==> config.mk <==
export PLATFORM = sky130hd
export DESIGN_NAME = scalarUnit
export DESIGN_NICKNAME = d
export VERILOG_FILES = /design/src/hdl/scalarPkg.sv /design/src/hdl/fetchUnit.sv /design/src/hdl/hazardCheck.sv /design/src/hdl/instrMem.sv /design/src/hdl/regFile.sv /design/src/hdl/sMathUnit.sv /design/src/hdl/scalarUnit.sv
export SDC_FILE = /design/constraint.sdc
export NUM_CORES = 2
export LEC_CHECK = 0
export BUFFER_PORTS_ARGS = -buffer_cell sky130_fd_sc_hd__buf_4
export CAP_MARGIN = 0
export CORE_ASPECT_RATIO = 0.6
export CORE_MARGIN = 4
export CORE_UTILIZATION = 30
export CTS_CLUSTER_SIZE = 16
export DETAILED_ROUTE_END_ITERATION = 10
export MAX_ROUTING_LAYER = met4
export PLACE_DENSITY = 0.55
export REMOVE_ABC_BUFFERS = 1
export SYNTH_ARGS = -nofsm -noshare
export SYNTH_HDL_FRONTEND = slang
export SYNTH_HIERARCHICAL = 1
export SYNTH_SLANG_ARGS = --single-unit
==> constraint.sdc <==
create_clock -name clock -period 7.2 [get_ports clock]
set_input_delay 1.08 -clock clock [delete_from_list [all_inputs] [get_ports clock]]
set_output_delay 1.08 -clock clock [all_outputs]
set_load 0.005 [all_outputs]
==> src/hdl/scalarPkg.sv <==
/*
 * Shared scalar core definitions: widths, opcode enum,
 * instruction, issue, commit, status and redirect structs
 */
package scalarPkg;

	localparam int DataWidth   = 32;
	localparam int NumRegs     = 16;
	localparam int RegIdxWidth = 4;
	localparam int ImmWidth    = 16;

	typedef enum logic [3:0] {
		OpNop,
		OpAdd,
		OpSub,
		OpAnd,
		OpOr,
		OpXor,
		OpAddi,
		OpJmp,
		OpBnz,
		OpHalt
	} opcodeT;

	typedef logic [RegIdxWidth-1:0] regIdxT;
	typedef logic [DataWidth-1:0]   dataT;

	// Instruction word, 32 bits
	typedef struct packed {
		opcodeT               opcode;
		regIdxT               dst;
		regIdxT               src1;
		regIdxT               src2;
		logic [ImmWidth-1:0]  imm;   // Sign-extended for ADDI, target for JMP/BNZ
	} instrT;

	// Issued instruction with operand values
	typedef struct packed {
		logic                 valid;
		opcodeT               opcode;
		regIdxT               dst;
		dataT                 src1Data;
		dataT                 src2Data;
		logic [ImmWidth-1:0]  imm;
	} issueT;

	// Write-back and commit stream
	typedef struct packed {
		logic   valid;
		regIdxT dst;
		dataT   data;
	} commitT;

	typedef struct packed {
		logic busy;
		logic halted;
	} statusT;

	// Resolved jump or branch
	typedef struct packed {
		logic                 valid;
		logic                 taken;
		logic [ImmWidth-1:0]  target;
	} redirectT;

endpackage

==> src/hdl/fetchUnit.sv <==
/*
 * Fetch unit: program counter, fetch register,
 * jump/branch redirect and run/halt control
 */
`timescale 1ns/1ns

module fetchUnit
	import scalarPkg::*;
#(
	parameter int ImemDepth = 64
)(
	input  logic                         clock,
	input  logic                         rstN,
	input  logic                         en,
	input  logic                         stall,
	input  instrT                        fetchInstr,
	input  redirectT                     redirect,
	input  logic                         haltDone,
	output logic [$clog2(ImemDepth)-1:0] fetchAddr,
	output instrT                        instr,
	output logic                         instrValid,
	output statusT                       status
);

	localparam int AddrWidth = $clog2(ImemDepth);

	typedef enum logic [1:0] {RunIdle, RunFetch, RunWaitBranch, RunHalted} runStateT;

	runStateT             runState;
	logic [AddrWidth-1:0] pc;        // Address of the word on fetchInstr
	logic                 rdValid;   // fetchInstr holds mem[pc]
	logic                 halted;
	logic                 capture;
	logic                 isCtrl;
	logic                 isHalt;

	assign isCtrl  = (fetchInstr.opcode == OpJmp) || (fetchInstr.opcode == OpBnz);
	assign isHalt  = (fetchInstr.opcode == OpHalt);
	assign capture = (runState == RunFetch) && rdValid && !stall;

	// Read ahead only on a sequential capture, otherwise re-read pc
	assign fetchAddr = (capture && !isCtrl && !isHalt) ? pc + AddrWidth'(1) : pc;

	assign status.busy   = (runState != RunIdle);
	assign status.halted = halted;

	always_ff @(posedge clock) begin
		if (!rstN) begin
			runState   <= RunIdle;
			pc         <= '0;
			rdValid    <= 1'b0;
			instrValid <= 1'b0;
			halted     <= 1'b0;
		end else begin
			if (capture) instrValid <= 1'b1;
			else if (!stall) instrValid <= 1'b0;   // Held word issued

			case (runState)
				RunIdle: begin
					if (en) begin
						runState <= RunFetch;
						pc       <= '0;
						rdValid  <= 1'b0;
						halted   <= 1'b0;
					end
				end
				RunFetch: begin
					if (!rdValid) begin
						rdValid <= 1'b1;
					end else if (capture) begin
						if (isCtrl) begin
							runState <= RunWaitBranch;
							rdValid  <= 1'b0;
						end else if (isHalt) begin
							runState <= RunHalted;
							rdValid  <= 1'b0;
						end else begin
							pc <= pc + AddrWidth'(1);
						end
					end
				end
				RunWaitBranch: begin
					if (redirect.valid) begin
						pc       <= redirect.taken ? redirect.target[AddrWidth-1:0]
						                           : pc + AddrWidth'(1);
						runState <= RunFetch;
					end
				end
				RunHalted: begin
					if (haltDone) begin   // HALT drained from the math unit
						runState <= RunIdle;
						halted   <= 1'b1;
					end
				end
				default: runState <= RunIdle;
			endcase
		end
	end

	// Fetch register payload
	always_ff @(posedge clock) begin
		if (capture) instr <= fetchInstr;
	end

	// Only a fetched JMP/BNZ may resolve
	assert property (@(posedge clock) disable iff (!rstN)
		redirect.valid |-> runState == RunWaitBranch);

endmodule

==> src/hdl/hazardCheck.sv <==
/*
 * Pending-write scoreboard and issue stall
 */
`timescale 1ns/1ns

module hazardCheck
	import scalarPkg::*;
(
	input  logic   clock,
	input  logic   rstN,
	input  instrT  instr,
	input  logic   instrValid,
	input  commitT wb,
	output logic   stall
);

	logic [NumRegs-1:0] pending;
	logic               useSrc1;
	logic               useSrc2;
	logic               writesDst;
	logic               issueNow;

	// Operand usage per opcode
	always_comb begin
		useSrc1   = 1'b0;
		useSrc2   = 1'b0;
		writesDst = 1'b0;
		case (instr.opcode)
			OpAdd, OpSub, OpAnd, OpOr, OpXor: begin
				useSrc1   = 1'b1;
				useSrc2   = 1'b1;
				writesDst = 1'b1;
			end
			OpAddi: begin
				useSrc1   = 1'b1;
				writesDst = 1'b1;
			end
			OpBnz:   useSrc1 = 1'b1;
			default: ;
		endcase
	end

	assign stall = instrValid && ((useSrc1 && pending[instr.src1]) ||
	                              (useSrc2 && pending[instr.src2]) ||
	                              (writesDst && pending[instr.dst]));
	assign issueNow = instrValid && !stall;

	always_ff @(posedge clock) begin
		if (!rstN) begin
			pending <= '0;
		end else begin
			if (wb.valid) pending[wb.dst] <= 1'b0;
			if (issueNow && writesDst) pending[instr.dst] <= 1'b1;   // Never the wb reg
		end
	end

	// Every write-back matches an earlier issue
	assert property (@(posedge clock) disable iff (!rstN) wb.valid |-> pending[wb.dst]);

endmodule

==> src/hdl/instrMem.sv <==
/*
 * Instruction memory
 * Four-phase store port and registered fetch read port
 */
`timescale 1ns/1ns

module instrMem
	import scalarPkg::*;
#(
	parameter int ImemDepth = 64
)(
	input  logic                         clock,
	input  logic                         rstN,
	input  logic                         storeReq,
	input  instrT                        storeInstr,
	input  logic                         start,
	input  logic                         busy,
	input  logic [$clog2(ImemDepth)-1:0] fetchAddr,
	output logic                         storeAck,
	output instrT                        fetchInstr
);

	localparam int AddrWidth = $clog2(ImemDepth);

	typedef enum logic {StIdle, StAck} stStateT;

	stStateT              stState;
	logic [AddrWidth-1:0] wrPtr;
	instrT                mem [ImemDepth];

	assign storeAck = (stState == StAck);

	////////////////////////////////
	// Store handshake
	////////////////////////////////
	always_ff @(posedge clock) begin
		if (!rstN) begin
			stState <= StIdle;
			wrPtr   <= '0;
		end else begin
			case (stState)
				StIdle: begin
					if (start) begin
						wrPtr <= '0;   // New program after this run
					end else if (storeReq && !busy) begin
						wrPtr   <= wrPtr + AddrWidth'(1);
						stState <= StAck;
					end
				end
				StAck: begin
					if (!storeReq) stState <= StIdle;   // Host released req
				end
				default: stState <= StIdle;
			endcase
		end
	end

	// Word is written on the req edge seen in idle
	always_ff @(posedge clock) begin
		if (stState == StIdle && !start && storeReq && !busy) mem[wrPtr] <= storeInstr;
	end

	// Fetch port, one cycle latency
	always_ff @(posedge clock) begin
		fetchInstr <= mem[fetchAddr];
	end

	// Host must hold req until it sees ack
	assert property (@(posedge clock) disable iff (!rstN) $fell(storeReq) |-> storeAck);

endmodule

==> src/hdl/regFile.sv <==
/*
 * Register file, sixteen entries
 * Two combinational read ports, one write port
 */
`timescale 1ns/1ns

module regFile
	import scalarPkg::*;
(
	input  logic   clock,
	input  logic   rstN,
	input  regIdxT rdIdx1,
	input  regIdxT rdIdx2,
	input  commitT wb,
	output dataT   rdData1,
	output dataT   rdData2
);

	dataT regs [NumRegs];

	// Register 0 reads as zero
	assign rdData1 = (rdIdx1 == '0) ? '0 : regs[rdIdx1];
	assign rdData2 = (rdIdx2 == '0) ? '0 : regs[rdIdx2];

	always_ff @(posedge clock) begin
		if (!rstN) begin
			regs <= '{default: '0};
		end else if (wb.valid && wb.dst != '0) begin
			regs[wb.dst] <= wb.data;   // Visible next cycle
		end
	end

endmodule

==> src/hdl/sMathUnit.sv <==
/*
 * Scalar math unit: two-stage pipeline with ALU,
 * branch resolution, commit and halt outputs
 */
`timescale 1ns/1ns

module sMathUnit
	import scalarPkg::*;
(
	input  logic     clock,
	input  logic     rstN,
	input  issueT    issue,
	output commitT   commit,
	output redirectT redirect,
	output logic     haltDone
);

	dataT     immExt;
	dataT     aluResult;
	logic     isAlu;
	commitT   s1Commit;
	redirectT s1Redirect;
	logic     s1Halt;

	assign immExt = {{(DataWidth-ImmWidth){issue.imm[ImmWidth-1]}}, issue.imm};

	////////////////////////////////
	// Stage one
	////////////////////////////////
	always_comb begin
		aluResult = '0;
		isAlu     = 1'b1;
		case (issue.opcode)
			OpAdd:   aluResult = issue.src1Data + issue.src2Data;
			OpSub:   aluResult = issue.src1Data - issue.src2Data;
			OpAnd:   aluResult = issue.src1Data & issue.src2Data;
			OpOr:    aluResult = issue.src1Data | issue.src2Data;
			OpXor:   aluResult = issue.src1Data ^ issue.src2Data;
			OpAddi:  aluResult = issue.src1Data + immExt;
			default: isAlu     = 1'b0;
		endcase
	end

	always_ff @(posedge clock) begin
		if (!rstN) begin
			s1Commit.valid   <= 1'b0;
			s1Redirect.valid <= 1'b0;
			s1Halt           <= 1'b0;
		end else begin
			s1Commit.valid   <= issue.valid && isAlu;
			s1Redirect.valid <= issue.valid && (issue.opcode inside {OpJmp, OpBnz});
			s1Halt           <= issue.valid && (issue.opcode == OpHalt);
		end
	end

	// Payload, no reset
	always_ff @(posedge clock) begin
		s1Commit.dst      <= issue.dst;
		s1Commit.data     <= aluResult;
		s1Redirect.taken  <= (issue.opcode == OpJmp) || (issue.src1Data != '0);
		s1Redirect.target <= issue.imm;
	end

	////////////////////////////////
	// Stage two
	////////////////////////////////
	always_ff @(posedge clock) begin
		if (!rstN) begin
			commit.valid   <= 1'b0;
			redirect.valid <= 1'b0;
			haltDone       <= 1'b0;
		end else begin
			commit.valid   <= s1Commit.valid;
			redirect.valid <= s1Redirect.valid;
			haltDone       <= s1Halt;
		end
	end

	always_ff @(posedge clock) begin
		commit.dst      <= s1Commit.dst;
		commit.data     <= s1Commit.data;
		redirect.taken  <= s1Redirect.taken;
		redirect.target <= s1Redirect.target;
	end

	// Nothing issues behind an unresolved jump or branch
	assert property (@(posedge clock) disable iff (!rstN)
		(s1Redirect.valid || redirect.valid) |-> !issue.valid);

endmodule

==> src/hdl/scalarUnit.sv <==
/*
 * Scalar unit top level
 * Stage wiring and the issue register
 */
`timescale 1ns/1ns

module scalarUnit
	import scalarPkg::*;
#(
	parameter int ImemDepth = 64
)(
	input  logic   clock,
	input  logic   rstN,
	input  logic   storeReq,
	input  instrT  storeInstr,
	input  logic   en,
	output logic   storeAck,
	output commitT commit,
	output statusT status
);

	logic [$clog2(ImemDepth)-1:0] fetchAddr;
	instrT                        fetchInstr;
	instrT                        instr;
	logic                         instrValid;
	logic                         stall;
	logic                         start;
	logic                         doIssue;
	redirectT                     redirect;
	logic                         haltDone;
	dataT                         rdData1;
	dataT                         rdData2;
	issueT                        issue;

	assign start   = en && !status.busy;   // Run begins, store pointer rewinds
	assign doIssue = instrValid && !stall;

	////////////////////////////////
	// Issue register
	////////////////////////////////
	always_ff @(posedge clock) begin
		if (!rstN) begin
			issue.valid <= 1'b0;
		end else begin
			issue.valid <= doIssue;
			if (doIssue) begin
				issue.opcode   <= instr.opcode;
				issue.dst      <= instr.dst;
				issue.src1Data <= rdData1;   // Operands read at issue
				issue.src2Data <= rdData2;
				issue.imm      <= instr.imm;
			end
		end
	end

	instrMem #(
		.ImemDepth  (ImemDepth)
	) u_instrMem (
		.clock      (clock),
		.rstN       (rstN),
		.storeReq   (storeReq),
		.storeInstr (storeInstr),
		.start      (start),
		.busy       (status.busy),
		.fetchAddr  (fetchAddr),
		.storeAck   (storeAck),
		.fetchInstr (fetchInstr)
	);

	fetchUnit #(
		.ImemDepth  (ImemDepth)
	) u_fetchUnit (
		.clock      (clock),
		.rstN       (rstN),
		.en         (en),
		.stall      (stall),
		.fetchInstr (fetchInstr),
		.redirect   (redirect),
		.haltDone   (haltDone),
		.fetchAddr  (fetchAddr),
		.instr      (instr),
		.instrValid (instrValid),
		.status     (status)
	);

	hazardCheck u_hazardCheck (
		.clock      (clock),
		.rstN       (rstN),
		.instr      (instr),
		.instrValid (instrValid),
		.wb         (commit),
		.stall      (stall)
	);

	regFile u_regFile (
		.clock      (clock),
		.rstN       (rstN),
		.rdIdx1     (instr.src1),
		.rdIdx2     (instr.src2),
		.wb         (commit),
		.rdData1    (rdData1),
		.rdData2    (rdData2)
	);

	// Commit doubles as the write-back bus
	sMathUnit u_sMathUnit (
		.clock      (clock),
		.rstN       (rstN),
		.issue      (issue),
		.commit     (commit),
		.redirect   (redirect),
		.haltDone   (haltDone)
	);

endmodule

Yosys cells after proc, flatten, opt, wreduce, memory -nomap -nowiden:

Memories as Yosys holds them, arrays and structs flattened. A register that Yosys moved wholly into a read port is not among the register bits.
Index checks and enable logic that the tools add are counted.

* register bits after elaboration: 759
* latch bits: 0
* memory bits (writable): 2048
* bits in read-only memories: 0
* logic and storage cells: 220
* memories: 1

Memory list
* u_instrMem.mem: words 64, bits a word 32, rd ports 1, clocked after memory_dff 1, wr ports 1, line instrMem.sv:29 `instrT mem [ImemDepth];`

* add/subtract/negate cells: 5
* $mul: 0
* div/mod/pow operators: 0
* $lt $le $gt $ge: 10
* equal/unequal tests: 31
* shift operators: 0
* muxes and demuxes: 62
* bitwise logic cells: 10
* reduce and logical (&&, ||, !) cells: 52

Operators with widths (number)
* bitwise mux 512 bit: 1
* binary-select mux 32 bit (select 4 bit): 2
* one-hot mux 32 bit (6 select lines): 1
* 2-to-1 mux 32 bit: 5
* demux 32 bit (select 4 bit): 1
* adder 32 bit: 2
* 2-to-1 mux 6 bit: 10
* 2-to-1 mux 16 bit: 3
* bitwise AND 32 bit: 1
* equality test 4 x 3 -> 1 bit, second input constant: 8
* bitwise OR 32 bit: 1
* nonzero test 32 bit: 1
* subtractor 32 bit: 1
* bitwise XOR 32 bit: 1
* logical AND 1 bit: 22
* 2-to-1 mux 1 bit: 22
* equality test 4 bit, second input constant: 5
* < comparator 4 x 5 -> 1 bit, second input constant: 4
* one-hot mux 6 bit (3 select lines): 1
* bitwise AND 16 bit: 1
* equality test 4 x 2 -> 1 bit, second input constant: 4
* inverter 16 bit: 1
* bitwise OR 16 bit: 1
* greater-or-equal comparator 5 bit, second input constant: 3
* 30 further kinds: 68

Longest topological paths before layout:

* depth in word-level cells: 12
* mapped depth: 20
* gate-level depth less buffers: 19

By module:

Netlist, hierarchy kept.

Modules (own cells, without submodules)
* instrMem: instances 1, cells an instance 3414, area an instance 78826.9 µm², seq. area each 62279.7 µm²
* regFile: instances 1, cells an instance 2894, area an instance 24990.2 µm², seq. area each 9609.2 µm²
* sMathUnit: instances 1, cells an instance 789, area an instance 6884.1 µm², seq. area each 2242.2 µm²
* scalarUnit: instances 1, cells an instance 92, area an instance 2686.3 µm², seq. area each 2662.6 µm²
* fetchUnit: instances 1, cells an instance 141, area an instance 1874.3 µm², seq. area each 1181.1 µm²
* hazardCheck: instances 1, cells an instance 145, area an instance 1351.3 µm², seq. area each 320.3 µm²

Worst setup path after synthesis:

No wires, ideal clock.

* path kind: input to register
* start: input en
* end: memory u_instrMem/mem[40][0] (netlist bit), enable pin
* arrival: 4311 ps
* setup slack: 2428 ps
* cell stages on the path: 6
* path buffers: 1
* path through: nor2b_1 -> or3_1 -> buf_2 -> nor2_1 -> nand2_1 -> nor3_1

* word-level cells in the longest chain between the ends: 7

Ends and longest elaborated chain
* start: declaration: line scalarUnit.sv:16 `input logic en,`
* logical AND 1 bit: line scalarUnit.sv:35 `assign start = en && !status.busy;`
* logical NOT 1 bit: line instrMem.sv:60 `if (stState == StIdle && !start && storeReq && !busy) mem[wrPtr] <= storeInstr;`
* logical AND 1 bit (3 in a row): line instrMem.sv:60
* 2-to-1 mux 1 bit: line instrMem.sv:60
* 2-to-1 mux 1 bit (implied by the code): line instrMem.sv:60
* end: declaration: line instrMem.sv:29

No other way between the ends.

Final worst setup path:

* start: register u_fetchUnit/instr[20] (netlist name)
* end: register u_instrMem/fetchInstr[12] (netlist name)

* word-level cells in the longest chain between the ends: 11

Ends and longest elaborated chain
* binary-select mux 1 bit (select 4 bit): line hazardCheck.sv:43 `assign stall = instrValid && ((useSrc1 && pending[instr.src1]) ||`
* 2-to-1 mux 1 bit (implied by the code): line hazardCheck.sv:43
* logical AND 1 bit: line hazardCheck.sv:43
* logical OR 1 bit: line hazardCheck.sv:43
* logical OR 1 bit: line hazardCheck.sv:44 `(useSrc2 && pending[instr.src2]) ||`
* logical AND 1 bit: line hazardCheck.sv:43
* named net stall: line scalarUnit.sv:26 `logic stall;`
* logical NOT 1 bit: line fetchUnit.sv:39 `assign capture = (runState == RunFetch) && rdValid && !stall;`
* logical AND 1 bit: line fetchUnit.sv:39
* logical AND 1 bit (2 in a row): line fetchUnit.sv:42 `assign fetchAddr = (capture && !isCtrl && !isHalt) ? pc + AddrWidth'(1) : pc;`
* 2-to-1 mux 6 bit: line fetchUnit.sv:42
* named net fetchAddr[3]: line scalarUnit.sv:22 `logic [$clog2(ImemDepth)-1:0] fetchAddr;`

The timed path passes the listed nets, and every way through them passes these cells. The select of a mux whose other input is x is not followed.
A chain may end at the register's enable or synchronous reset.

==> results.sh <==
export IMPL_outcome="completed"
export IMPL_fin_setup_tns_ps=0
export IMPL_synthCells=7455
export IMPL_end_kind="flip-flop"
export IMPL_netSwitchingFraction_pct=23.61
export IMPL_utilization_pct=34.33
export IMPL_syn2layout_area_growth_pct=13.57
export IMPL_clkSlewWorstSetupHoldPaths_ps=70
export IMPL_overflow=0
export IMPL_totalWireLength_um=365500
export IMPL_final_area_sq_mm=0.1320
export IMPL_peakVddDrop_mv=0.2226
export IMPL_cts_tree="yes"
export IMPL_dr_pass1_iters=6
export IMPL_dieArea_sq_mm=0.3977
export IMPL_die_y_um=490.1
export IMPL_required_ps=8010
export IMPL_fin_worst_skew_ps=96.47
export IMPL_rows=176
export IMPL_power_net_switching_uw=8343
export IMPL_gp_congestion=0.8732
export IMPL_grt_total_usage_pct=18.26
export IMPL_core_area_sq_mm=0.3845
export IMPL_max_stage_delay_ps=950
export IMPL_cts_sinks=2807
export IMPL_h_tree_depth=5
export IMPL_fmax_ghz=0.1608
export IMPL_vias=71190
export IMPL_hold_viol_final=0
export IMPL_drt_first_iter_violations=9362
export IMPL_postPlaceCellArea_sq_mm=0.1233
export IMPL_rsz0062_at_grt="false"
export IMPL_ioPinCount=76
export IMPL_cpMaxStageDelayCell="edfxtp_1"
export IMPL_clk_path_buf_depth=4
export IMPL_clock_latency_ps=900
export IMPL_start_util_pct=30.23
export IMPL_fin_nets=7653
export IMPL_drtAntennaViolNets=0
export IMPL_synth_area_sq_mm=0.1162
export IMPL_slew_violations=0
export IMPL_final_cells=12880
export IMPL_cts_buffers=273
export IMPL_cts_root_buf="clkbuf_16"
export IMPL_antenna_found_initial=17
export IMPL_power_frac_seq_pct=50.7
export IMPL_crit_path_frequent_cell="buf_4"
export IMPL_drc_errors=0
export IMPL_worst_slew_pin_slew_ps=1383
export IMPL_leakage_uw=0.04042
export IMPL_ctsHoldBuffers=0
export IMPL_combPwrFrac_pct=8.6
export IMPL_grt_pass1_vias=68800
export IMPL_placedCellCount=12390
export IMPL_final_layout_size_suffix_gt1_share_pct=19.34
export IMPL_cts_repair_resized=0
export IMPL_port_buffers=75
export IMPL_setup_viol=0
export IMPL_ys_warnings_count=6
export IMPL_cts_setup_buffers=0
export IMPL_hpwl_um=225200
export IMPL_relSlewSlack_pct=7.491
export IMPL_cp_cell_sequence="nor2b_1, a21boi_0, nand4_1, and4_4, a21oi_1, nand3b_1, nor4_1, xor2_4, buf_4, buf_4, nor2b_1, nand2_1, buf_4, o22ai_1, nor4_1, o22a_1"
export IMPL_synth_avg_cell_area_sq_um=15.59
export IMPL_pwr_share_clk_pct=40.7
export IMPL_p_int_uw=27000
export IMPL_maxCapViolCount=0
export IMPL_min_period_over_period_pct=86.38
export IMPL_power_density_mw_per_mm2=267.8
export IMPL_fp_dieW_um=811.5
export IMPL_grt_start_max_net_pins=219
export IMPL_wl_per_cell_um=28.39
export IMPL_criticalPathCategory="flip-flop to flip-flop"
export IMPL_grt_pass1_wl_um=517400
export IMPL_crit_path_max_fanout=18
export IMPL_startpoint_type="flip-flop"
export IMPL_crit_arrival_ps=7030
export IMPL_hp_class="flip-flop to flip-flop"
export IMPL_via_per_inst=5.529
export IMPL_final_min_clock_period_ps=6219
[metrics by stage]
step           setup WS, ps  power (uW)  hold slack, ps
2_1_floorplan        -44190       20390           309.6
3_3_place_gp          880.4       21340           313.0
3_5_place_dp          968.7       21360           312.8
4_1_cts               985.4       35720           317.1
5_1_grt               757.7       36540           321.7
6_report              980.9       35340           313.7
[power by group through the flow]
stage	clock network (uW)	registers, uW	logic [uW]
after floorplan	0	18100	2290
after global routing	15400	17900	3250
after detailed placement	0	18300	3060
final	14400	17900	3050
after global placement	0	18300	3030
after CTS	14700	18000	3070
[registers in the layout, summed over array words and instances (netlist names), 2 cells and up]
signal	count
u_sMathUnit/redirect	8
u_instrMem/wrPtr	6
u_sMathUnit/commit	37
u_sMathUnit/s1Commit	37
issue	89
u_fetchUnit/runState	2
u_sMathUnit/s1Redirect	8
u_fetchUnit/pc	6
u_hazardCheck/pending	16
u_fetchUnit/instr	32
u_instrMem/mem	2048
u_regFile/regs	480
u_instrMem/fetchInstr	32
[placed cells by master, fill, tap and decap left out, drive strengths merged, types with 19 or more instances in the layout]
master / instances
nand2: 1070
mux2i: 263
nor4: 33
edfxtp: 2168
a21boi: 489
mux4: 631
o22ai: 248
inv: 93
o21ai: 90
a211oi: 41
nor3: 46
xnor2: 20
ha: 115
clkinv: 67
o221ai: 58
buf: 291
nor2b: 44
mux2: 38
o22a: 29
a22oi: 59
nand4: 37
dfxtp: 639
a21oi: 61
nor2: 292
a21o: 19
clkbuf: 381
nand3: 55
nand2b: 29
a2111oi: 62
[layout make-up]
type	instances	area (sq um)
antenna	5	12.51
inverter	77	289.0
tap	5162	6459
fill	36380	252500
sequential	2807	77890
multi-input combinational	4051	36280
clock inverter	101	997.2
clock buffer	381	7689
timing repair buffer	291	2367
[metal layers]
| layer | vias to the layer above | track usage, % | part of all wire, % |
|---|---|---|---|
| li1 | 29110 | - | - |
| met1 | 37660 | 29.08 | 48 |
| met2 | 3904 | 23.58 | 40 |
| met3 | 510 | 3.591 | 10 |
| met4 | 0 | 3.809 | 2.1 |
| met5 | - | - | 0 |
[worst max-delay path, delay by kind of cell (launching register included)]
family,cells,cell delay [ps]
flops,1,950
simple gates,8,3120
buf+inv,3,790
xor+xnor,1,670
compound gates,4,600
[path summary, 6_finish.rpt]
kind	slack, ps	depth (start not counted)	start	endpoint
worst min-delay path	310	0	u_sMathUnit/s1Commit[28]	u_sMathUnit/commit[28]
worst min register to register	310	0	u_sMathUnit/s1Commit[28]	u_sMathUnit/commit[28]
worst max-delay path	980	16	u_fetchUnit/instr[20]	u_instrMem/fetchInstr[12]
worst max register to register	980	16	u_fetchUnit/instr[20]	u_instrMem/fetchInstr[12]
Note: power is estimated with default switching activity, not from simulation.
